===== config.mk =====
export PLATFORM = sky130hd
export DESIGN_NAME = fetch_pc_gen
export DESIGN_NICKNAME = d
export VERILOG_FILES = /design/src/source/frontend_pkg.sv /design/src/source/fetch_pc_gen.sv
export VERILOG_INCLUDE_DIRS = /design/src /design/src/source
export SDC_FILE = /design/constraint.sdc
export NUM_CORES = 1
export LEC_CHECK = 0
export BUFFER_PORTS_ARGS = -buffer_cell sky130_fd_sc_hd__buf_2
export CAP_MARGIN = 20
export CORE_MARGIN = 3
export CORE_UTILIZATION = 46
export DETAILED_ROUTE_END_ITERATION = 6
export PLACE_DENSITY_LB_ADDON = 0.1
export SLEW_MARGIN = 15
export SYNTH_ARGS = -nofsm -noshare
export SYNTH_HDL_FRONTEND = slang
export SYNTH_SLANG_ARGS = --single-unit

===== constraint.sdc =====
create_clock -name clk -period 3.5 [get_ports clk]
set_input_delay 0.7 -clock clk [delete_from_list [all_inputs] [get_ports clk]]
set_output_delay 0.7 -clock clk [all_outputs]
set_load 0.005 [all_outputs]

===== src/source/frontend_macros.svh =====
// fetch frontend sizing
// widths, queue depths and the reset pc shared by all frontend blocks

`ifndef FRONTEND_MACROS_SVH
`define FRONTEND_MACROS_SVH

// instructions per cycle, pushed and popped
`define FETCH_WIDTH 2

// halfwords per fetched line, 64-bit lines
`define LINE_HALFS 4

// lines held in the fetch target queue
`define FTQ_DEPTH 4

// decoded instructions held in the fetch queue
`define IFQ_DEPTH 8

// first fetch pc after reset
`define RESET_PC 64'h1000

`endif


===== src/source/frontend_pkg.sv =====
// frontend types
// addresses, instruction words, fetch lines and the bundles passed between
// the pc generator, the queues and the backend

`include "frontend_macros.svh"

package frontend_pkg;

    typedef logic [63:0] addr_t;                   // byte address
    typedef logic [31:0] inst_t;                   // compressed sits in low half
    typedef logic [7:0]  half_cnt_t;               // halfword count or position
    typedef logic [`LINE_HALFS-1:0][15:0] line_t;  // one fetched line
    typedef logic [2:0]  inst_kind_t;              // {jalr, jal, branch}

    // bit positions inside inst_kind_t
    localparam int KIND_BRANCH = 0;
    localparam int KIND_JAL    = 1;
    localparam int KIND_JALR   = 2;

    typedef struct packed {
        logic       valid;
        addr_t      pc;
        inst_t      ir;
        addr_t      pnpc;   // predicted next pc
        inst_kind_t kind;
    } fetch_bundle_t;

    typedef struct packed {
        logic  valid;
        addr_t pc;
    } redirect_t;

    typedef struct packed {
        logic  valid;   // line requested this cycle
        logic  pend;    // response to last cycle's request arrives now
        addr_t pc;      // start pc, may sit inside the line after a redirect
    } line_req_t;

endpackage


===== src/source/fetch_pc_gen.sv =====
// fetch pc generator
// issues one line request per cycle while the fetch target queue has room,
// and restarts at the flush pc on a redirect

`timescale 1ns/1ps
`include "frontend_macros.svh"

module fetch_pc_gen import frontend_pkg::*; (
    input  logic      clk,
    input  logic      rst,
    input  redirect_t flush,
    input  half_cnt_t ftq_count,
    output line_req_t line_req,
    output logic      mem_req,
    output addr_t     mem_addr
);
    localparam addr_t LINE_BYTES = addr_t'(2 * `LINE_HALFS);

    addr_t pc_q;       // next line to fetch
    logic  pend_q;     // response in flight
    logic  run_q;      // low until the first cycle out of reset
    addr_t req_pc;
    logic  space_ok;

    assign req_pc   = flush.valid ? flush.pc : pc_q;
    // held lines plus the one in flight must leave a free slot
    assign space_ok = (ftq_count + half_cnt_t'(pend_q)) < half_cnt_t'(`FTQ_DEPTH);

    // a flush empties the queue, so it always requests
    assign mem_req  = run_q & (flush.valid | space_ok);
    assign mem_addr = req_pc & ~(LINE_BYTES - addr_t'(1));

    assign line_req = '{valid: mem_req, pend: pend_q, pc: req_pc};

    always_ff @(posedge clk) begin
        if (rst) begin
            run_q  <= 1'b0;
            pend_q <= 1'b0;
            pc_q   <= `RESET_PC;
        end else begin
            run_q  <= 1'b1;
            pend_q <= mem_req;
            if (mem_req) begin
                pc_q <= mem_addr + LINE_BYTES;  // stall holds the pc
            end
        end
    end

endmodule


# Word-level counts from Yosys, hierarchy flattened
# Index checks and enable logic that the tools add are counted.
dict set report word_totals {
  register_bits 66
  in_bits 75
  out_inout_bits 131
  wordCells 10
}
dict set report classes {
  add_sub_neg 2
  order_cmp 1
  muxes 2
  n_bitwise 2
}
# cell n
set ops {}
lappend ops {{$add A64 B4 Y64 const B} 1}
lappend ops {{$mux W64} 1}
lappend ops {{$add A8 B1 Y8} 1}
lappend ops {{$lt A8 B3 Y1 const B} 1}
lappend ops {{$and A1 B1 Y1} 1}
lappend ops {{$mux W1} 1}
lappend ops {{$or A1 B1 Y1} 1}

# Longest topological paths before layout
dict set report depth {
  depth_word 4
  mapped_depth 14
}

# Worst setup path before layout
# OpenSTA, ideal clock, no wires.
dict set report synth_path {
  path_type {input port to flip-flop}
  startpoint {input flush[64] in the netlist's numbering}
  endpoint {register pc_q[41]}
  t_arrival_ns 3.487
  required_ns 3.380
  path_slack_ns -0.107
  cell_stages 14
  cell_sequence {buf_4 -> buf_2 -> buf_2 -> buf_2 -> buf_2 -> mux2_2 -> ha_1 -> nand4b_1 -> a22oi_1 -> nand4_1 -> clkbuf_1 -> nor2_2 -> a21oi_1 -> a211o_1}
}
# item line
set synth_rtl {}
lappend synth_rtl {{start: declaration} fetch_pc_gen.sv:11} ;# input redirect_t flush,
lappend synth_rtl {{end signal: assignment} fetch_pc_gen.sv:39} ;# pc_q <= `RESET_PC;
lappend synth_rtl {{end signal: assignment} fetch_pc_gen.sv:44} ;# pc_q <= mem_addr + LINE_BYTES;
lappend synth_rtl {{end: declaration} fetch_pc_gen.sv:19} ;# addr_t pc_q;

# Final worst setup path
dict set report layout_path {
  startpoint {input flush[64] in the netlist's numbering}
  endpoint {register pc_q[62]}
}
dict set report layout_between {
  elab_chain_cells 2
}
# item line
set layout_lines {}
lappend layout_lines {{$mux W64 or $or A1 B1 Y1 (tied branches)} {fetch_pc_gen.sv:25, fetch_pc_gen.sv:30}}
lappend layout_lines {{$add A64 B4 Y64 or $and A1 B1 Y1 (tied branches)} {fetch_pc_gen.sv:44, fetch_pc_gen.sv:30}}
# Several ways; a longest one is shown, not always the timed one.
# A chain may end at the register's enable or synchronous reset.

==> run summary <==
Gate Count Post-Synth = 721
Clock transition at path regs = 50 ps
Static leakage = 2.81 nW
Seq cells post-synth = 63
Global-route usage over all layers = 26.7%
ANT cells = 0
Max-cap viol count = 0
GPL Wtd Cong = 0.871
Cell taking the most area after synthesis = dfxtp_1
Vias in the first global route = 5523
Fmax = 0.336 GHz
DIE AREA = 13300 um2
Fin. max-slew vios = 0
Setup ws final = 521 ps
FILL cells = 1124
Register share of total power = 38.0%
Total CTS buffers = 9
P_sw = 0.614 mW
Pre-antenna DRT Iters = 5
Vias per cell = 5.96
Worst endpoint required time = 3710 ps
DRC Markers = 0
Largest net degree at the start of global routing = 61
Synth Warn # = 0
Final min period = 2980 ps
GRT overflow = 0
Combinational Power Share = 23.4%
Largest cells by area after synthesis = dfxtp_1 23%, buf_4 9.7%, mux2_2 7.4%, nand2_1 6.8%, xnor2_1 4.9%
Hold Path Class = reg -> reg
R2r startpoint = pc_q[3]
Sequential area share after synthesis = 23.0%
Worst hold path depth = 2
Post-route ant nets = 0
H-tree depth = 3
Fin crit share = 85.1%
Post-synth cell types = 60
Placed Area = 6200 um2
Root buffer selected by CTS = clkbuf_16
Slew headroom = 57.0%
Die W = 115 um
Arrival time of the worst setup path = 3190 ps
Via count = 5931
Internal = 1.43 mW
TritonCTS clock tree = done
Port Buffers = 202
TNS Setup = 0 ps
Drt total wl = 18.0 mm
Critical path class = in -> reg
PostCTS Resize Cnt = 0
Layout area overhead = 17.5%
Final Hold Fails = 0
RSZ-0062 raised after global routing = false
Kind of end point of the critical path = flip-flop
Status = finished clean
Setup violators final = 0
Syn_area_per_cell = 7.61 um2
VDD IR max = 0.186 mV
Setup Fix Bufs, Post-CTS = 0
Switching share of power = 30.1%
Final Instance Area = 6450 um2
Routed WL per cell = 18.1 um
1st-iter DRT viols = 357
Worst slack, placed = 186 ps
Synth cell count leaders = 100 x nand2_1, 71 x buf_4, 63 x dfxtp_1
Most numerous cell in the Yosys netlist = nand2_1
CTS sink cnt = 63
Crit-path max FO = 60
IO Count = 206
Skew-Pair Late Insertion Delay = 330 ps
Post-synth EDFFs = 0
Fraction of layout cells with a size suffix above 1 = 33.1%
Mapped cell area = 5490 um2
Slew @ Worst Pin = 643 ps
Ys flop type = dfxtp_1
Post-DP HPWL = 13.5 mm
Die Span Y = 115 um
Core area = 11600 um2
Async SR Flop Fraction = 0%
Post-synth top area share = 23.0%
First-pass GRT wire length = 28.2 mm
Initial core utilization = 47.5%
Power density cells = 316 nW/um2
Cts hold-fix bufs = 0
# rows = 39
Startpoint Class = primary input
Clock power share = 38.6%
Final-stage net count = 925
FF-to-FF path depth = 9
CTS Buffer Depth = 2
Worst clock skew = 4.38 ps
Worst Hold Launch = pc_q[55]
CP startpoint = flush[64]
Initial antenna violation count = 0
cell type report:
type	instances	area, um2	area share [%]
Multi-Input combinational cell	528	3500	54.3
Sequential cell	63	1260	19.6
Timing Repair Buffer	217	1150	17.8
Clock buffer	12	236	3.67
Tap cell	143	179	2.77
Inverter	30	113	1.75
Clock inverter	2	10.0	0.155
cell families after synthesis:
| family | after synthesis | synth area share, % |
|---|---|---|
| adder cells (fa/ha/maj) | 1 | 0.228 |
| multiplexers | 63 | 12.3 |
| AO/OA/AOI/OAI | 121 | 14.7 |
| AND/OR/NAND/NOR | 308 | 30.6 |
| buffers and inverters | 132 | 14.1 |
| flip-flops | 63 | 23.0 |
| XOR/XNOR | 32 | 5.10 |
| other | 1 | 0.0683 |
worst paths after layout:
path	slack [ps]	endpoint
min reg2reg	440	pc_q[55]
max reg2reg	870	pc_q[63]
min	440	pc_q[55]
max	520	pc_q[62]
stage by stage:
stage          hold WS [ps]  utilization [%]  power, mW  cells
2_1_floorplan           415                -       1.11    723
3_3_place_gp            428             53.7       1.26    981
3_5_place_dp            430             53.7       1.27    981
4_1_cts                 438             55.8       2.05    995
5_1_grt                 461             55.8       2.14    995
6_report                439             55.8       2.04    995
power groups by stage:
stage	clock network (mW)	logic (mW)	registers, mW
final	0.788	0.478	0.775
after global placement	0	0.471	0.788
after floorplan	0	0.331	0.781
after CTS	0.801	0.479	0.774
after global routing	0.835	0.527	0.779
after detailed placement	0	0.476	0.790
placed cells by master (no fill, tap or decap), types with 12 or more instances in the layout:
cell type and count:
nand4_1 39, mux2_2 36, o21ai_0 29, nor3_1 19
nand3b_1 19, nor4_1 13, nand2_1 100, inv_1 29
and3_1 12, xnor2_1 31, dfxtp_1 63, buf_2 201
nor2_1 14, buf_4 14, a21oi_1 27, nand3_1 49
mux2i_1 27, a22oi_1 13
critical path, stage by stage:
cell,delay (ps)
buf_4,170
buf_12,250
nand3_1,310
a222oi_1,690
nand4_1,340
nor4_2,430
and3_1,230
o31ai_1,70
registers in the layout (all words and copies together), names as in the netlist:
register	flops
pend_q	1
run_q	1
pc_q	61
layer usage:
metal	GRT usage (%)	routed length [um]	vias up
li1	-	-	2845
met1	35.8	7910	2820
met2	44.5	8580	240
met3	3.21	1220	26
met4	8.84	303	0
met5	0	0	-
Power figures use the tool's default switching activity.
