File: config.mk
export PLATFORM = sky130hd
export DESIGN_NAME = predecoder
export DESIGN_NICKNAME = d
export VERILOG_FILES = /design/src/source/frontend_pkg.sv /design/src/source/predecoder.sv
export VERILOG_INCLUDE_DIRS = /design/src /design/src/source
export SDC_FILE = /design/constraint.sdc
export NUM_CORES = 1
export LEC_CHECK = 0
export BUFFER_PORTS_ARGS = -buffer_cell sky130_fd_sc_hd__buf_2
export CAP_MARGIN = 20
export CORE_AREA = 8 8 235 237
export DETAILED_ROUTE_END_ITERATION = 10
export DIE_AREA = 0 0 243 245
export PLACE_DENSITY = 0.49
export SLEW_MARGIN = 30
export SYNTH_ARGS = -nofsm -noshare
export SYNTH_HDL_FRONTEND = slang
export SYNTH_SLANG_ARGS = --single-unit
File: constraint.sdc
create_clock -name vclk -period 9.3
set_input_delay 1.86 -clock vclk [all_inputs]
set_output_delay 1.86 -clock vclk [all_outputs]
set_load 0.02 [all_outputs]
File: src/source/frontend_macros.svh
// fetch frontend sizing
// widths, queue depths and the reset pc shared by all frontend blocks

`ifndef FRONTEND_MACROS_SVH
`define FRONTEND_MACROS_SVH

// instructions per cycle, pushed and popped
`define FETCH_WIDTH 2

// halfwords per fetched line, 64-bit lines
`define LINE_HALFS 4

// lines held in the fetch target queue
`define FTQ_DEPTH 4

// decoded instructions held in the fetch queue
`define IFQ_DEPTH 8

// first fetch pc after reset
`define RESET_PC 64'h1000

`endif

File: src/source/frontend_pkg.sv
// frontend types
// addresses, instruction words, fetch lines and the bundles passed between
// the pc generator, the queues and the backend

`include "frontend_macros.svh"

package frontend_pkg;

    typedef logic [63:0] addr_t;                   // byte address
    typedef logic [31:0] inst_t;                   // compressed sits in low half
    typedef logic [7:0]  half_cnt_t;               // halfword count or position
    typedef logic [`LINE_HALFS-1:0][15:0] line_t;  // one fetched line
    typedef logic [2:0]  inst_kind_t;              // {jalr, jal, branch}

    // bit positions inside inst_kind_t
    localparam int KIND_BRANCH = 0;
    localparam int KIND_JAL    = 1;
    localparam int KIND_JALR   = 2;

    typedef struct packed {
        logic       valid;
        addr_t      pc;
        inst_t      ir;
        addr_t      pnpc;   // predicted next pc
        inst_kind_t kind;
    } fetch_bundle_t;

    typedef struct packed {
        logic  valid;
        addr_t pc;
    } redirect_t;

    typedef struct packed {
        logic  valid;   // line requested this cycle
        logic  pend;    // response to last cycle's request arrives now
        addr_t pc;      // start pc, may sit inside the line after a redirect
    } line_req_t;

endpackage

File: src/source/predecoder.sv
// pre-decoder
// tags branch, jal and jalr, predicts jal and c.j taken, accepts slots in
// order while the fetch queue has room and stops after the first jump

`timescale 1ns/1ps
`include "frontend_macros.svh"

module predecoder import frontend_pkg::*; (
    input  addr_t         [`FETCH_WIDTH-1:0] slot_pc,
    input  inst_t         [`FETCH_WIDTH-1:0] slot_ir,
    input  half_cnt_t     [`FETCH_WIDTH-1:0] slot_len,
    input  logic          [`FETCH_WIDTH-1:0] slot_valid,
    input  half_cnt_t                        space,
    output fetch_bundle_t [`FETCH_WIDTH-1:0] push,
    output half_cnt_t                        push_count,
    output half_cnt_t                        consume,
    output redirect_t                        jump_redir
);
    inst_kind_t [`FETCH_WIDTH-1:0] kind;
    addr_t      [`FETCH_WIDTH-1:0] pnpc;
    logic       [20:0]             j_imm  [`FETCH_WIDTH];
    logic       [11:0]             cj_imm [`FETCH_WIDTH];
    logic                          stop;

    always_comb begin
        for (int i = 0; i < `FETCH_WIDTH; i++) begin
            j_imm[i]  = {slot_ir[i][31], slot_ir[i][19:12], slot_ir[i][20],
                         slot_ir[i][30:21], 1'b0};
            cj_imm[i] = {slot_ir[i][12], slot_ir[i][8], slot_ir[i][10:9], slot_ir[i][6],
                         slot_ir[i][7], slot_ir[i][2], slot_ir[i][11], slot_ir[i][5:3], 1'b0};

            kind[i][KIND_BRANCH] = slot_ir[i][6:0] == 7'b1100011
                || (slot_ir[i][1:0] == 2'b01 && slot_ir[i][15:14] == 2'b11);  // c.beqz/c.bnez
            kind[i][KIND_JAL]    = slot_ir[i][6:0] == 7'b1101111
                || (slot_ir[i][1:0] == 2'b01 && slot_ir[i][15:13] == 3'b101);  // c.j
            // c.jr/c.jalr, rs1 zero is c.ebreak
            kind[i][KIND_JALR]   = slot_ir[i][6:0] == 7'b1100111
                || (slot_ir[i][1:0] == 2'b10 && slot_ir[i][15:13] == 3'b100
                    && slot_ir[i][6:2] == 5'd0 && slot_ir[i][11:7] != 5'd0);

            pnpc[i] = slot_pc[i] + addr_t'({slot_len[i], 1'b0});
            if (slot_ir[i][6:0] == 7'b1101111) begin
                pnpc[i] = slot_pc[i] + {{43{j_imm[i][20]}}, j_imm[i]};
            end else if (kind[i][KIND_JAL]) begin
                pnpc[i] = slot_pc[i] + {{52{cj_imm[i][11]}}, cj_imm[i]};
            end
        end
    end

    always_comb begin
        push       = '0;
        push_count = '0;
        consume    = '0;
        jump_redir = '0;
        stop       = 1'b0;
        for (int i = 0; i < `FETCH_WIDTH; i++) begin
            if (slot_valid[i] && !stop && push_count < space) begin
                push[i].valid = 1'b1;
                push[i].pc    = slot_pc[i];
                push[i].ir    = slot_ir[i];
                push[i].pnpc  = pnpc[i];
                push[i].kind  = kind[i];
                push_count    = push_count + half_cnt_t'(1);
                consume       = consume + slot_len[i];
                if (kind[i][KIND_JAL]) begin
                    stop       = 1'b1;  // rest of the line is wrong path
                    jump_redir = '{valid: 1'b1, pc: pnpc[i]};
                end
            end else begin
                stop = 1'b1;  // keep program order
            end
        end
    end

endmodule
### Word-level counts from Yosys, hierarchy flattened

Index checks and enable logic that the tools add are counted.

| storage, ports and cells | value |
|---|---|
| output and inout bits | 409 |
| logic and storage cells | 66 |
| flip-flop bits (word level) | 0 |

| operators by class | value |
|---|---|
| multiplexer cells | 16 |
| magnitude comparators | 2 |
| equal/unequal tests | 16 |
| reduce and logical (&&, ||, !) cells | 24 |
| $add $sub $neg | 8 |

Operators with widths:

| kind | number |
|---|---|
| $mux 164 | 2 |
| $mux 65 | 4 |
| $add 64x64->64 | 4 |
| $mux 64 | 4 |
| $add 64x9->64 | 2 |
| $eq 7x7->1 const B | 6 |
| $mux 8 | 3 |
| $logic_and 1x1->1 | 13 |
| $eq 3x3->1 const B | 4 |
| $logic_not 5->1 | 2 |
| $reduce_bool 5->1 | 2 |
| $add 8x1->8 const B | 1 |
| $add 8x8->8 | 1 |
| $eq 2x2->1 const B | 4 |
| $lt 1x8->1 const A | 1 |
| $lt 8x8->1 | 1 |
| $logic_or 1x1->1 | 6 |
| $eq 2x1->1 const B | 2 |
| $mux 1 | 3 |
| $logic_not 1->1 | 1 |

### Longest topological paths before layout

| depth | value |
|---|---|
| word-level depth | 9 |
| depth in mapped cells | 19 |
| mapped depth without buffers | 17 |

### Worst setup path after synthesis

No wires, ideal clock.

| path | value |
|---|---|
| path type | input -> output |
| start point | input port slot_ir[15] in the netlist's numbering |
| end point | output port jump_redir[42] in the netlist's numbering |
| slack | 1.089 ns |
| stages | 17 |
| arrival | 6.351 ns |
| data required time | 7.440 ns |
| path buffers | 2 |
| cells stage by stage | nor2b_1 and4b_1 clkbuf_1 nand2_1 nand2_1 ha_1 clkbuf_1 a211oi_1 o21ai_0 a41oi_1 o21ai_0 nor2_1 nor3_1 or2_2 a31oi_1 xor2_1 o32ai_1 |

RTL lines:

| item | line | text |
|---|---|---|
| from (decl) | predecoder.sv:10 | `` input inst_t [`FETCH_WIDTH-1:0] slot_ir, `` |
| to (decl) | predecoder.sv:17 | `output redirect_t jump_redir` |

==> impl_metrics.yaml <==
run_status:
  status: "complete, no violations"
drt:
  vias: 15300
  drc: 0
  first_pass_iters: 5
  routed_wl_um: 68500
  initialDrtViolationCount: 1079
  routedWlPerCell_um: 23.1
  avgViaCountPerCell: 5.14
  ant_nets: 0
place:
  dp_cells: 2967
  place_congestion: 0.905
  dp_hpwl_um: 59900
  post_dp_cell_area_um2: 14700
  portBuffers: 621
die:
  dieArea_um2: 59500
  die-width_um: 243
  initial_utilization_pct: 21.4
  rows: 84
  core_area_um2: 51700
  io_pins: 627
  die_h_um: 245
critical_path:
  worst_ep_arrival_time_ps: 6740
  path_max_fanout: 19
  cp_data_required_time_ps: 7440
  slowest_delay_ps: 760
  cp-end-kind: "output port"
  crit_path_start_kind: "input pin"
  worst-path-buf-inv: 2
  cp_slowest_cell: "nor4_1"
  crit_type: "input pin to output port"
  cp_cell_sequence: "buf_2, nor2b_1, and4b_1, nand2_1, nand2_2, ha_1, nand4_1, nor4_1, nand4_1, and2_1, o31ai_1, xnor2_1, o32ai_1, buf_2"
  path_delay_family: "simple AND/OR/NAND/NOR gates"
  crit_cells: 14
synth:
  synth-xor-area-share_pct: 9.76
  synth_top_cell_by_area: "ha_1"
  synthSimpleGateAreaFrac_pct: 35.0
  netlist_area_um2: 11000
  synthTopCellsByArea: "ha_1 17%, and2_1 13%, nor2_1 7.1%"
  postSynthCellCount: 1742
  synth_top_family_by_area: "simple AND/OR/NAND/NOR gates"
  synth_compound_area_share_pct: 32.8
  ys_seq_area_share_pct: 0
  muxShareOfSynthArea_pct: 0.102
  avgSynthCellArea_um2: 6.34
  netlist.area_leader.share_pct: 16.7
  yosysWarnings: 0
  synthAdderAreaFrac_pct: 17.2
  ys_types: 76
timing:
  slew_headroom_pct: 38.6
  tightest_slew_ps: 922
  finalMaxSlewViolations: 0
  timing.setup.tns_ps: 0
  fin_hold_ws_ps: 4070
  rsz0062_at_grt: "no"
  min_period_ps: 8600
  setup_viol: 0
  fmax_mhz: 116
  hold_viol: 0
  fin_crit_sh_pct: 92.5
power_and_ir_drop:
  p_leak_nw: 7.96
  switching_share_pct: 67.5
  combPwrFrac_pct: 100.0
  ir_drop_v: 0.0000191
  seq_power_share_pct: 0
  power_frac_clock_pct: 0
  p_int_uw: 233
  total_switching_power_uw: 482
  cellPowerDensity_nw_per_um2: 48.5
layout:
  instances_no_fill: 2968
  nFlopsAndLatches: 0
  synthToLayoutAreaGrowth_pct: 33.6
  multi_input_area_um2: 10500
  num-clock-buffers: 0
  nFillCells: 5931
  post-route-util_pct: 28.5
  fin_area_um2: 14700
  ff_latch_area_um2: 0
  drive_gt1_share_pct: 29.7
  fin_nets: 2649
global_routing:
  grt_pass1_wl_um: 99000
  grt_usage_pct: 21.1
  gr-total-overflow: 0
  antenna_found_initial: 7
  first_global_vias: 15300
  grt_max_degree: 97
hold_path:
  holdPathStages: 3
  hold_path_class: "input pin to output port"
clocking:
  ctsHoldBuffers: 0
  cts_setup_buffers: 0
  cts_resized: 0
flow_run:
  cap_viol_max_count: 0
placed cells by master (no fill, tap or decap), drive strengths merged, types with 34 or more instances in the layout:
master / n
a21o: 73
a21oi: 153
xnor2: 64
nand4: 38
and2: 223
nand2: 188
nor2: 209
buf: 634
o22ai: 41
inv: 37
nor3: 34
o21ai: 95
xor2: 59
ha: 147
logic make-up after synthesis:
group                    count (synthesis)
AO/OA/AOI/OAI                          545
XOR/XNOR                               123
adder cells (fa/ha/maj)                150
buffers and inverters                  140
multiplexers                             1
other                                    1
AND/OR/NAND/NOR                        782
final cells by class:
type / instances / share of cell area [%]
well taps: 688 / 5.84
repair buffers: 634 / 21.7
diodes: 1 / 0.0170
inverters: 38 / 0.976
multi-input cells: 1607 / 71.4
worst paths after layout:
kind	start	to	slack, ps
worst max-delay path	slot_ir[47]	jump_redir[42]	700
worst min-delay path	slot_ir[50]	push[249]	4070
cells in the mapped netlist, types with 17 or more instances:
cell	instances
xor2_1	59
nand2_1	188
o2bb2ai_1	22
a21oi_1	153
o22ai_1	41
nor3_1	34
nand3_1	21
xnor2_1	64
o21bai_1	23
clkbuf_1	86
and3_1	17
nor2_1	209
inv_1	38
a21o_1	73
nand4_1	38
ha_1	147
and2_1	223
o21ai_0	86
layer usage:
layer  vias to the layer above  GRT usage, %  wire [um]
li1                       7311             -          -
met1                      7317          28.0      30900
met2                       592          37.8      32900
met3                        37          2.40       3780
met4                         4          2.03        783
met5                         -             0         23
stage by stage:
stage               worst slack (ps)  power (mW)
global route                     310       0.765
floorplan                       1090       0.416
CTS                              587       0.716
detailed placement               598       0.712
finish                           699       0.715
global placement                 638       0.713
power groups by stage:
stage	registers [mW]	logic, mW	clock network [mW]
2_1_floorplan	0	0.416	0
3_3_place_gp	0	0.713	0
3_5_place_dp	0	0.712	0
4_1_cts	0	0.716	0
5_1_grt	0	0.765	0
6_report	0	0.715	0.00000000504
(Power assumes the default switching activity.)
