==> config.mk <==
export PLATFORM = sky130hd
export DESIGN_NAME = inst_aligner
export DESIGN_NICKNAME = d
export VERILOG_FILES = /design/src/source/frontend_pkg.sv /design/src/source/inst_aligner.sv
export VERILOG_INCLUDE_DIRS = /design/src /design/src/source
export SDC_FILE = /design/constraint.sdc
export NUM_CORES = 1
export LEC_CHECK = 0
export BUFFER_PORTS_ARGS = -buffer_cell sky130_fd_sc_hd__buf_2
export CAP_MARGIN = 20
export CORE_AREA = 2 2 187 189
export DETAILED_ROUTE_END_ITERATION = 8
export DIE_AREA = 0 0 189 191
export RECOVER_POWER = 25
export SLEW_MARGIN = 0
export SYNTH_ARGS = -nofsm -noshare
export SYNTH_HDL_FRONTEND = slang
export SYNTH_SLANG_ARGS = --single-unit
export TNS_END_PERCENT = 1
==> constraint.sdc <==
create_clock -name vclk -period 8
set_clock_uncertainty 0.15 [all_clocks]
set_input_delay 0.8 -clock vclk [all_inputs]
set_output_delay 0.8 -clock vclk [all_outputs]
set_load 0.01 [all_outputs]
==> src/source/frontend_macros.svh <==
// fetch frontend sizing
// widths, queue depths and the reset pc shared by all frontend blocks

`ifndef FRONTEND_MACROS_SVH
`define FRONTEND_MACROS_SVH

// instructions per cycle, pushed and popped
`define FETCH_WIDTH 2

// halfwords per fetched line, 64-bit lines
`define LINE_HALFS 4

// lines held in the fetch target queue
`define FTQ_DEPTH 4

// decoded instructions held in the fetch queue
`define IFQ_DEPTH 8

// first fetch pc after reset
`define RESET_PC 64'h1000

`endif

==> src/source/frontend_pkg.sv <==
// frontend types
// addresses, instruction words, fetch lines and the bundles passed between
// the pc generator, the queues and the backend

`include "frontend_macros.svh"

package frontend_pkg;

    typedef logic [63:0] addr_t;                   // byte address
    typedef logic [31:0] inst_t;                   // compressed sits in low half
    typedef logic [7:0]  half_cnt_t;               // halfword count or position
    typedef logic [`LINE_HALFS-1:0][15:0] line_t;  // one fetched line
    typedef logic [2:0]  inst_kind_t;              // {jalr, jal, branch}

    // bit positions inside inst_kind_t
    localparam int KIND_BRANCH = 0;
    localparam int KIND_JAL    = 1;
    localparam int KIND_JALR   = 2;

    typedef struct packed {
        logic       valid;
        addr_t      pc;
        inst_t      ir;
        addr_t      pnpc;   // predicted next pc
        inst_kind_t kind;
    } fetch_bundle_t;

    typedef struct packed {
        logic  valid;
        addr_t pc;
    } redirect_t;

    typedef struct packed {
        logic  valid;   // line requested this cycle
        logic  pend;    // response to last cycle's request arrives now
        addr_t pc;      // start pc, may sit inside the line after a redirect
    } line_req_t;

endpackage

==> src/source/inst_aligner.sv <==
// instruction aligner
// joins the rest of the front line with the next line and splits the
// halfword window into 16-bit and 32-bit instruction slots

`timescale 1ns/1ps
`include "frontend_macros.svh"

module inst_aligner import frontend_pkg::*; (
    input  line_t                         front0_line,
    input  line_t                         front1_line,
    input  addr_t                         front0_pc,
    input  addr_t                         front1_pc,
    input  logic [1:0]                    front_valid,
    input  half_cnt_t                     cursor,
    output addr_t     [`FETCH_WIDTH-1:0]  slot_pc,
    output inst_t     [`FETCH_WIDTH-1:0]  slot_ir,
    output half_cnt_t [`FETCH_WIDTH-1:0]  slot_len,
    output logic      [`FETCH_WIDTH-1:0]  slot_valid
);
    localparam int WIN = 2 * `LINE_HALFS;

    logic      [WIN-1:0][15:0]      joined;
    logic      [WIN-1:0][15:0]      win;    // window starting at the cursor
    half_cnt_t                      avail;  // halfwords present in the window
    half_cnt_t [`FETCH_WIDTH:0]     pos;    // slot start inside the window
    half_cnt_t [`FETCH_WIDTH-1:0]   rel;    // slot start inside the front line

    assign joined = {front1_line, front0_line};
    assign win    = joined >> {cursor, 4'd0};

    always_comb begin
        avail = '0;
        if (front_valid[0]) begin
            avail = half_cnt_t'(`LINE_HALFS) - cursor;
        end
        if (front_valid[1]) begin
            avail = avail + half_cnt_t'(`LINE_HALFS);
        end
    end

    always_comb begin
        pos[0] = '0;
        for (int i = 0; i < `FETCH_WIDTH; i++) begin
            // low bits 11 mark a 32-bit instruction
            slot_len[i] = (&win[pos[i]][1:0]) ? half_cnt_t'(2) : half_cnt_t'(1);
            if (slot_len[i] == half_cnt_t'(2)) begin
                slot_ir[i] = {win[pos[i] + 1], win[pos[i]]};
            end else begin
                slot_ir[i] = {16'h0, win[pos[i]]};
            end
            rel[i] = cursor + pos[i];
            if (rel[i] < half_cnt_t'(`LINE_HALFS)) begin
                slot_pc[i] = front0_pc + addr_t'({rel[i], 1'b0});
            end else begin
                slot_pc[i] = front1_pc + addr_t'({rel[i] - half_cnt_t'(`LINE_HALFS), 1'b0});
            end
            slot_valid[i] = (pos[i] + slot_len[i]) <= avail;  // all halves present
            pos[i+1] = pos[i] + slot_len[i];
        end
    end

endmodule

Word-level counts from Yosys, hierarchy flattened
Cells that the tools add are included.
Word-level totals
  latch bits: 0
  RAM bits: 0
  flip-flop bits (word level): 0
  logic and storage cells: 34
  memories kept: 0
  output and inout port bits: 210
  bits in read-only memories: 0
Operators by class
  order comparisons: 6
  equality and inequality tests: 2
  divide/modulo/power cells: 0
  mux-type cells: 12
  $add $sub $neg: 11
  shifts and indexed selects: 1
  reduce and logical (&&, ||, !) cells: 2
  bitwise gates (word level): 0
  multiply operators: 0
Operators by type and width (count)
  $add 64x9->64: 4
  $mux 64: 2
  $shr 128x12->128: 1
  $bmux 16 s3: 2
  $mux 32: 2
  $mux 16: 2
  $lt 8x3->1 const B: 2
  $mux 8: 2
  $sub 8x3->8 const B: 2
  $add 8x2->8: 1
  $add 8x3->8 const B: 1
  $le 2x8->1: 1
  $le 8x8->1: 1
  $sub 3x8->8 const A: 1
  $eq 2x2->1 const B: 2
  $lt 2x4->1 const B: 1
  $lt 3x4->1 const B: 1
  $mux 2: 2
  $reduce_and 2->1: 2
  $add 2x1->3 const B: 1
  $add 2x2->3: 1

Depth between registers and ports, before layout
  word-level depth: 9
  depth in mapped cells: 27
  gate-level depth less buffers: 22

Worst setup path before layout
Ideal clock, no wire load.
  path type: input -> output
  from: in cursor[0]
  to: out slot_pc[112] (netlist name)
  path slack: 1.361 ns
  data required time: 7.050 ns
  cell stages on the path: 26
  arrival time: 5.689 ns
  path through: buf_2 mux4_2 nand3_1 o31ai_1 and2_2 inv_2 buf_2 buf_1 ha_1 inv_1 fa_1 nor2b_1 nand3_1 xor2_1 inv_1 nor4_1 xnor2_1 ha_1 o211ai_1 a22oi_1 nand3_1 clkbuf_1 nor3_1 xor2_1 nor2_1 a21oi_1
RTL lines
  start: declaration: line inst_aligner.sv:14  | input half_cnt_t cursor,
  end: declaration: line inst_aligner.sv:15  | output addr_t [`FETCH_WIDTH-1:0] slot_pc,

==> metrics.md <==
| Metric | Value |
|---|---|
| Die height | around 190 um |
| Minimum clock period | 7.50 ns |
| Total GRT Usage | 31.8% |
| Mux cell area share after synthesis | 18.0% |
| Synthesis Warnings | 0 |
| CP max FO | 25 |
| Num ports | 476 |
| Worst setup EP type | output pin |
| Row count | 68 |
| Final Hold Slack | between 1.5 and 2 ns |
| Clk pwr share | 0% |
| Outcome | finished, violations left |
| Drt total wl | a little over 60,000 um |
| Compound-Gate Fraction of Synth Area | 18.2% |
| Drt pass-1 iters | 6 |
| Hold_buf cts | 0 |
| Failing checks | max-capacitance violations, max-slew violations |
| Die area | approximately 0.036 sq mm |
| Combinational family with the most area after synthesis | simple AND/OR/NAND/NOR gates |
| Worst min path class | primary input to output pin |
| Layout net count | 2,422 |
| Flop pwr share | 0% |
| Fillers | ~3,800 |
| Iter 0 DRT Violations | 1,456 |
| Number of global-route vias before repair | 14,500 |
| Post-Synth Adder-Cell Area | a little under 6% |
| FFs & Latches | 0 |
| Critical path type | primary input to output pin |
| Peak Freq | approximately 130 MHz |
| Fin cells | between 2,000 and 3,000 |
| Count of cell types in the netlist | 81 |
| Setup TNS | 0 ns |
| Syn Area/Cell | just under 7 sq um |
| Post-Syn Instances | 1,748 |
| Worst vdd ir | ~57 uV |
| Area leader, netlist | xnor2_1 |
| Top cells by count, synth | 188 x nor2_1, 184 x nand2_1, 144 x xnor2_1 |
| Average wire per standard cell | 23.7 um |
| Total grt overflow | 0 |
| Post-CTS sizing | 0 |
| Input/output buffers | 464 |
| Critical Path Start Type | primary input |
| Synth-to-Final Area Change | 20.3% |
| Arrival time worst endpoint | between 6 and 7 ns |
| Final critical-path share of the clock period | 93.8% |
| DR vias | roughly 15,000 |
| Largest net degree at the start of global routing | 83 |
| RSZ-0062 raised after global routing | false |
| Max-cap violations | 3 |
| Routed Antenna Nets | 0 |
| RePlAce Congestion | 1.01 |
| XOR/XNOR share of the synthesized area | between 15 and 20% |
| Postcts setup bufs | 0 |
| Top-area cell type share of the netlist area | between 10% and 20% |
| Setup-failing EPs final | 0 |
| CORE AREA | 0.0341 sq mm |
| Die Wd | 189 um |
| Slew Viols, Final | approximately 120 |
| Global-route wire length before repair | 89,000 um |
| Most frequent cell after synthesis | nor2_1 |
| Synth Area in Simple Gates | between 30 and 40% |
| Final Util | a little over two fifths |
| Switching share of power | about three fifths |
| Cell Area, Synth | 0.0118 sq mm |
| Drc violations | 0 |
| CP required | just over 7 ns |
| Rel. slew slack | -78.6% |
| CLK BUF | 0 |
| P_int | 305 uW |
| Post-synthesis sequential area ratio | 0% |
| Comb pwr share | between 90% and 100% |
| PD cells | approximately 55 mW/mm^2 |
| Starting density of the core | approximately a third |
| Placed cell count | between 2,000 and 3,000 |
| Switching power | roughly 480 uW |
| Register area | 0 sq um |
| DP HPWL | around 51,000 um |
| Via density | ~6.0 |
| Slew at the pin closest to its max-slew limit | 2.68 ns |
| Largest cells by area after synthesis | xnor2_1 11%, mux2i_1 8.9%, mux4_2 8.0% |
| Standby leakage power | between 0.005 and 0.006 uW |
| Antenna violations before repair | 17 |
| Layout cell share with drive strength beyond 1 | roughly a quarter |
| Final-report hold violation count | 0 |
## final cells by class
type / count / area [sq um] / area share [%]
Inverter: 43 / 161 / 1.14
Antenna cell: 13 / 32.5 / 0.229
Timing Repair Buffer: 487 / 2460 / 17.3
Multi-Input combinational cell: 1572 / 11000 / 77.3
Tap cell: 455 / 569 / 4.01
## layout by cell type, fill, tap and decap left out, types with 7 or more instances in the layout
cell,n
buf_2,433
nor2_1,188
nand2_1,184
xnor2_1,144
mux2i_1,105
xor2_1,99
a21oi_1,97
nand3_1,95
nor3_1,68
a211oi_1,66
nand4_1,59
o21ai_0,57
ha_1,47
mux4_2,42
inv_1,40
and3_1,35
clkbuf_1,32
o21ai_1,28
nor4_1,22
nor2b_1,21
buf_4,21
or3_1,18
o21a_1,17
diode_2,13
o211ai_1,13
nand2b_1,12
and4_1,12
a21o_1,12
conb_1,12
mux2_2,9
a31oi_1,9
or4_1,7
## stage by stage
step / total power (uW) / worst slack [ns] / area, sq um
2_1_floorplan: 467 / 1.36 / 11900
3_3_place_gp: 768 / 0.789 / 14200
3_5_place_dp: 773 / 0.650 / 14200
4_1_cts: 776 / 0.632 / 14200
5_1_grt: 842 / 0.0779 / 14200
6_report: 784 / 0.499 / 14200
## cells by family (layout without fill, tap and decap cells)
| logic type | Yosys count | in the layout |
|---|---|---|
| AND/OR/NAND/NOR | 769 | 769 |
| AO/OA/AOI/OAI | 336 | 336 |
| XOR/XNOR | 243 | 243 |
| buffers and inverters | 187 | 530 |
| multiplexers | 159 | 159 |
| adder cells (fa/ha/maj) | 53 | 53 |
| other | 1 | 25 |
## routing by layer
layer | global-route usage, % | share of wire (%)
met1 | 40.8 | 40
met2 | 51.8 | 46
met5 | 0 | 0.14
met4 | 16.4 | 6.2
met3 | 4.50 | 8.0
## critical path, stage by stage
cell,delay (ns)
buf_2,0.18
or3_1,0.46
or2_1,0.37
nor2_2,0.14
and2_2,0.16
buf_4,0.30
ha_1,0.30
a21oi_1,0.30
nand2b_1,0.20
xnor2_1,0.19
nand2_1,0.12
nor4_1,0.30
xnor2_1,0.12
ha_1,0.35
o211ai_1,0.13
a22oi_1,0.37
nand3_1,0.57
nor2_1,0.52
nand2_1,0.12
xor2_1,0.16
mux2i_1,0.20
buf_2,0.19
## worst paths after layout
check / from / endpoint / slack, ns / cells past startpoint
worst max-delay path: cursor[4] / slot_pc[120] / 0.50 / 22
worst min-delay path: front1_pc[0] / slot_pc[64] / 1.77 / 3
## power by group through the flow
stage / clock network, uW / logic, uW / registers, uW
after floorplan: 0 / 467 / 0
after global placement: 0 / 768 / 0
after detailed placement: 0 / 773 / 0
after CTS: 0 / 776 / 0
after global routing: 0.0000669 / 842 / 0
final: 0.000172 / 784 / 0
Power figures use the tool's default switching activity.
