### src/source/frontend_macros.svh
// fetch frontend sizing
// widths, queue depths and the reset pc shared by all frontend blocks

`ifndef FRONTEND_MACROS_SVH
`define FRONTEND_MACROS_SVH

// instructions per cycle, pushed and popped
`define FETCH_WIDTH 2

// halfwords per fetched line, 64-bit lines
`define LINE_HALFS 4

// lines held in the fetch target queue
`define FTQ_DEPTH 4

// decoded instructions held in the fetch queue
`define IFQ_DEPTH 8

// first fetch pc after reset
`define RESET_PC 64'h1000

`endif

### src/source/frontend_pkg.sv
// frontend types
// addresses, instruction words, fetch lines and the bundles passed between
// the pc generator, the queues and the backend

`include "frontend_macros.svh"

package frontend_pkg;

    typedef logic [63:0] addr_t;                   // byte address
    typedef logic [31:0] inst_t;                   // compressed sits in low half
    typedef logic [7:0]  half_cnt_t;               // halfword count or position
    typedef logic [`LINE_HALFS-1:0][15:0] line_t;  // one fetched line
    typedef logic [2:0]  inst_kind_t;              // {jalr, jal, branch}

    // bit positions inside inst_kind_t
    localparam int KIND_BRANCH = 0;
    localparam int KIND_JAL    = 1;
    localparam int KIND_JALR   = 2;

    typedef struct packed {
        logic       valid;
        addr_t      pc;
        inst_t      ir;
        addr_t      pnpc;   // predicted next pc
        inst_kind_t kind;
    } fetch_bundle_t;

    typedef struct packed {
        logic  valid;
        addr_t pc;
    } redirect_t;

    typedef struct packed {
        logic  valid;   // line requested this cycle
        logic  pend;    // response to last cycle's request arrives now
        addr_t pc;      // start pc, may sit inside the line after a redirect
    } line_req_t;

endpackage

### src/source/inst_fetch_queue.sv
// instruction fetch queue
// holds decoded instructions between the pre-decoder and the backend,
// multi-lane push and pop with per-lane ready

`timescale 1ns/1ps
`include "frontend_macros.svh"

module inst_fetch_queue import frontend_pkg::*; (
    input  logic                             clk,
    input  logic                             rst,
    input  logic                             flush,
    input  fetch_bundle_t [`FETCH_WIDTH-1:0] push,
    input  half_cnt_t                        push_count,
    output half_cnt_t                        space,
    input  logic          [`FETCH_WIDTH-1:0] ready,
    output fetch_bundle_t [`FETCH_WIDTH-1:0] out
);
    localparam int IDX_W = $clog2(`IFQ_DEPTH);

    fetch_bundle_t    entry_mem [`IFQ_DEPTH];
    logic [IDX_W-1:0] head;
    half_cnt_t        count;
    half_cnt_t        pop_count;
    logic [IDX_W-1:0] rd_idx [`FETCH_WIDTH];
    logic [IDX_W-1:0] wr_idx [`FETCH_WIDTH];

    always_comb begin
        for (int i = 0; i < `FETCH_WIDTH; i++) begin
            rd_idx[i] = head + IDX_W'(i);
            wr_idx[i] = head + IDX_W'(count) + IDX_W'(i);
        end
    end

    always_comb begin
        pop_count = '0;
        for (int i = 0; i < `FETCH_WIDTH; i++) begin
            out[i]       = entry_mem[rd_idx[i]];
            out[i].valid = half_cnt_t'(i) < count;  // lanes past the fill
            if (out[i].valid && ready[i]) begin
                pop_count = pop_count + half_cnt_t'(1);
            end
        end
    end

    assign space = half_cnt_t'(`IFQ_DEPTH) - count;

    always_ff @(posedge clk) begin
        for (int i = 0; i < `FETCH_WIDTH; i++) begin
            if (half_cnt_t'(i) < push_count) begin
                entry_mem[wr_idx[i]] <= push[i];
            end
        end
    end

    always_ff @(posedge clk) begin
        if (rst || flush) begin
            head  <= '0;
            count <= '0;
        end else begin
            head  <= head + IDX_W'(pop_count);
            count <= count + push_count - pop_count;
        end
    end

endmodule

### config.mk
export PLATFORM = sky130hd
export DESIGN_NAME = inst_fetch_queue
export DESIGN_NICKNAME = d
export VERILOG_FILES = /design/src/source/frontend_pkg.sv /design/src/source/inst_fetch_queue.sv
export VERILOG_INCLUDE_DIRS = /design/src /design/src/source
export SDC_FILE = /design/constraint.sdc
export NUM_CORES = 2
export LEC_CHECK = 0
export ABC_CLOCK_PERIOD_IN_PS = 42500
export BUFFER_PORTS_ARGS = -buffer_cell sky130_fd_sc_hd__clkbuf_2
export CAP_MARGIN = 20
export CELL_PAD_IN_SITES_DETAIL_PLACEMENT = 1
export CELL_PAD_IN_SITES_GLOBAL_PLACEMENT = 2
export CORE_MARGIN = 8
export CORE_UTILIZATION = 50
export CTS_CLUSTER_SIZE = 28
export DETAILED_ROUTE_END_ITERATION = 12
export GPL_ROUTABILITY_DRIVEN = 0
export PLACE_DENSITY = 0.92
export SYNTH_ARGS = -nofsm -noshare
export SYNTH_HDL_FRONTEND = slang
export SYNTH_SLANG_ARGS = --single-unit
### constraint.sdc
create_clock -name clk -period 42.5 [get_ports clk]
set_input_delay 4.25 -clock clk [delete_from_list [all_inputs] [get_ports clk]]
set_output_delay 4.25 -clock clk [all_outputs]
set_load 0.005 [all_outputs]
======== After elaboration in Yosys (flattened, before gate mapping) ========
Memory sizes are Yosys's and may differ from the RTL's. A register that Yosys moved wholly into a read port is not among the register bits.
Index checks and enable logic that the tools add are counted.
storage, ports and cells
  flip-flop bits (word level) ............. 11
  memory bits (writable) .................. 1,312
  input bits .............................. 341
  output and inout port bits .............. 336
  logic and storage cells ................. 25
  memories ................................ 1
memory list
  name       depth  width  read ports  clocked after Yosys merged registers in  write ports  line                    source
  entry_mem  8      164    2           1                                        2            inst_fetch_queue.sv:20  fetch_bundle_t entry_mem [`IFQ_DEPTH];
cells by class
  add/subtract/negate cells ............... 8
  $lt $le $gt $ge ......................... 4
  multiplexer cells ....................... 7
  reductions and logical operators ........ 3
operators with widths
  operator                                                                      count
  1-bit by 8-bit less-than comparator with 1-bit output (first input constant)  4
  8-bit by 1-bit adder with 8-bit output (second input constant)                1
  8-bit adder                                                                   1
  8-bit two-way mux                                                             1
  4-bit by 8-bit subtractor with 8-bit output (first input constant)            1
  8-bit subtractor                                                              1
  3-bit by 1-bit adder with 3-bit output (second input constant)                2
  3-bit adder                                                                   2
  1-bit two-way mux                                                             5
  3-bit two-way mux                                                             1
  1-bit logical AND                                                             2
  1-bit logical OR                                                              1

======== Logic depth before layout (Yosys ltp) ========
  depth in word-level cells ............... 7
  mapped depth ............................ 13
  depth with buffers taken out ............ 13

======== Worst setup path before layout ========
OpenSTA, ideal clock, no wires.
  path kind ............................... input port to flip-flop
  start ................................... input push_count[2]
  end ..................................... memory entry_mem[1][0] (netlist name), enable pin
  setup time .............................. 0.926 ns
  data arrival time ....................... 16.593 ns
  data required time ...................... 41.574 ns
  slack ................................... 24.981 ns
  stages .................................. 4
  buffers on the path ..................... 0
  cells stage by stage .................... inv_1 > nand4_1 > o21ai_0 > o31ai_1
RTL lines
  element             line                    source
  start: declaration  inst_fetch_queue.sv:13  input half_cnt_t push_count,
  end: declaration    inst_fetch_queue.sv:20

==> flow_summary.ini <==
[outcome]
status = complete, no violations

[yosys]
netlist_instances = 4073
prevailing_post_synth_register_cell = sky130_fd_sc_hd__edfxtp_1
yosys_warnings = 0
post_synthesis_instance_area_mm2 = 0.07573
cells_taking_the_most_area_after_synthesis = sky130_fd_sc_hd__edfxtp_1, sky130_fd_sc_hd__mux2_2, sky130_fd_sc_hd__mux4_2
asyncSetResetFlopFracSynth = 0
netlist-cell-type-count = 43
synth_nets = 4437
post-synth-top-area-fraction = 0.5171
synthesis.area_per_instance_um2 = 18.59
ys_seq_elements = 1315
yosysSeqAreaShare = 0.5200
synth_enable_flop_cells = 1304
yosysTopAreaCell = sky130_fd_sc_hd__edfxtp_1

[cells_and_area]
register_area_mm2 = 0.03939
post_route_cells_drive_above_1_share = 0.6477
nFillCells = 13480
areaGrowthSynthToFinish_pct = 13.07
final_net_count = 5026
area_of_the_multi_input_gates_mm2 = 0.03472

[detailed_routing]
route.detailed.vias_per_inst = 6.505
drc_errors = 0
drt-initial-drc-count = 3799
vias = 44660
wirelength_um = 232800
drt_pre_antenna_iters = 7
postRouteAntennaNets = 0
routed_wire_length_per_instance_um = 33.91

[sta]
tightestPinTransition_ps = 1174
final.hold.worst_slack_ps = 730.2
hold_viol_final = 0
final.min_clock_period_ps = 9844
clock.fmax_ghz = 0.1016
final.setup.tns_ps = 0
report.final.setup_viol = 0
maxSlewHeadroom = 0.2172
layout_worst_path_cycle_share = 0.2316
timing.final.max_slew_violations = 0
rsz0062_at_grt = no
fin_worst_skew_ps = 38.33

[setup_path]
cp.arrival_ps = 5590
worst_setup_path_start_kind = flop
cp_max_fo = 59
criticalPathCategory = flop to primary output
worstSetupEndpointType = primary output
worst-endpoint-required_ps = 38250

[cts]
post-cts-setup-buffer-count = 0
cts_made_buffers = 150
cts_tree = yes
cts-resized-gates = 0
clock_latency_ps = 770
cts.clk_slew.worst_paths_ps = 50
cts.sinks = 1315
cts-hold-fix-buffers = 0
cts.path.max_buffers = 3
htreeDepth = 4
cts.root.buffer_cell = sky130_fd_sc_hd__clkbuf_16

[grt]
first_global_vias = 48960
initial_antenna_violation_count = 70
grt_pass1_wl_um = 336900
globalRoute.totalOverflow = 0
grt_max_degree = 126
grt_util_all_layers = 0.2769

[floorplanning]
fp.coreArea_mm2 = 0.1512
die_y_um = 405.2
dieArea_mm2 = 0.1642
fp-row-count = 143
io_pins = 677
width_of_the_chip_um = 405.2
floorplan.initialDensity = 0.5009

[hold_path]
worst_hold_path_type = flop to flop

[power]
intPower_mw = 5.043
power.leakage_nw = 28.99
p_per_area_mw_per_mm2 = 97.61
netSwitchingPower_mw = 3.315
swShare = 0.3966
p_clk_frac = 0.145
vdd.ir_drop.worst_v = 0.0001733
pwr-share-comb = 0.529
seq_power_share = 0.326

[placed_design]
placement.io_buffers = 674
place_hpwl_um = 138500

[job]
max_cap_viol_count = 0
==> worst paths after layout <==
check,cells past startpoint,start,end,slack (ps)
setup reg to reg,9,head[1],entry_mem[5][75],35900
hold reg to reg,3,count[7],count[7],730
hold / removal,3,count[7],count[7],730
setup / recovery,8,head[0],out[232],32660
==> synth_stat cells, types with 7 or more instances <==
cell type and instances:
sky130_fd_sc_hd__nor2_1 9, sky130_fd_sc_hd__buf_1 67, sky130_fd_sc_hd__mux4_2 652, sky130_fd_sc_hd__xnor2_1 11
sky130_fd_sc_hd__dfxtp_1 11, sky130_fd_sc_hd__mux2_2 1312, sky130_fd_sc_hd__edfxtp_1 1304, sky130_fd_sc_hd__buf_6 36
sky130_fd_sc_hd__buf_2 103, sky130_fd_sc_hd__inv_1 33, sky130_fd_sc_hd__mux2_4 159, sky130_fd_sc_hd__clkbuf_1 121
sky130_fd_sc_hd__ha_1 19, sky130_fd_sc_hd__nand2_1 7, sky130_fd_sc_hd__mux2_1 159
==> layer usage <==
layer	track usage	vias up	wire length (um)
met5	0	-	300
met4	0.1038	44	7926
met3	0.06499	415	19310
met2	0.4719	1956	117600
met1	0.3454	23820	87750
li1	-	18430	-
==> cells in the final DEF, fill, tap and decap left out, drive strengths merged, types with 4 or more instances in the layout <==
master	synthesis	layout
and2	5	5
buf	208	92
clkbuf	121	868
clkinv	0	64
clkinvlp	0	6
dfxtp	11	11
diode	0	53
edfxtp	1304	1304
fa	4	4
ha	19	19
inv	33	40
mux2	1630	1630
mux4	652	652
nand2	7	7
nand4b	4	4
nor2	9	9
nor4	6	6
o21ai	6	6
o31ai	4	4
xnor2	11	11
xor2	4	4
==> area by class of cell <==
class / instances / share of cell area
Sequential cell: 1315 / 0.4600
Clock buffer: 194 / 0.04701
Tap cell: 2030 / 0.02966
Inverter: 33 / 0.001447
Timing Repair Buffer: 766 / 0.04918
Multi-Input combinational cell: 2396 / 0.4055
Antenna cell: 53 / 0.001549
Clock inverter: 79 / 0.005669
==> kinds of logic after synthesis <==
group                      synth area share
muxes                                0.4442
DFF                                  0.5200
buffers and inverters               0.02331
and+or+nand+nor                    0.003850
AOI/OAI and AO/OA                  0.002429
adders and majority gates          0.004197
xor gates and xnor gates           0.002049
==> registers in the layout, summed over array words and instances (netlist names) <==
register / cells
count: 8
entry_mem: 1304
head: 3
==> metrics by stage <==
step	worst slack, ps	util	total power [mW]	cells	cell area [um^2]
2_1_floorplan	24980	-	5.876	4073	75730
3_3_place_gp	33060	0.5351	7.015	6537	80900
3_5_place_dp	32970	0.5353	7.160	6538	80930
4_1_cts	32090	0.5651	8.405	6811	85440
5_1_grt	32180	0.5660	8.668	6846	85580
6_report	32660	0.5664	8.358	6866	85630
==> worst max-delay path: stages, from the launching register on <==
cell                       delay (ps)
sky130_fd_sc_hd__dfxtp_4          770
sky130_fd_sc_hd__buf_4            740
sky130_fd_sc_hd__buf_4            830
sky130_fd_sc_hd__buf_4            350
sky130_fd_sc_hd__buf_16           330
sky130_fd_sc_hd__buf_4            650
sky130_fd_sc_hd__mux4_2           620
sky130_fd_sc_hd__mux2_2           290
sky130_fd_sc_hd__clkbuf_2         120
==> power groups by stage <==
stage                     Sequential, mW  Clock [mW]  Combinational (mW)
after global placement              2.66           0                4.35
after CTS                           2.72        1.23                4.45
after global routing                2.78        1.28                4.61
final                               2.73        1.21                4.42
after detailed placement            2.74           0                4.42
after floorplan                     3.05           0                2.82
No activity file was read; power rests on OpenSTA's default activity.
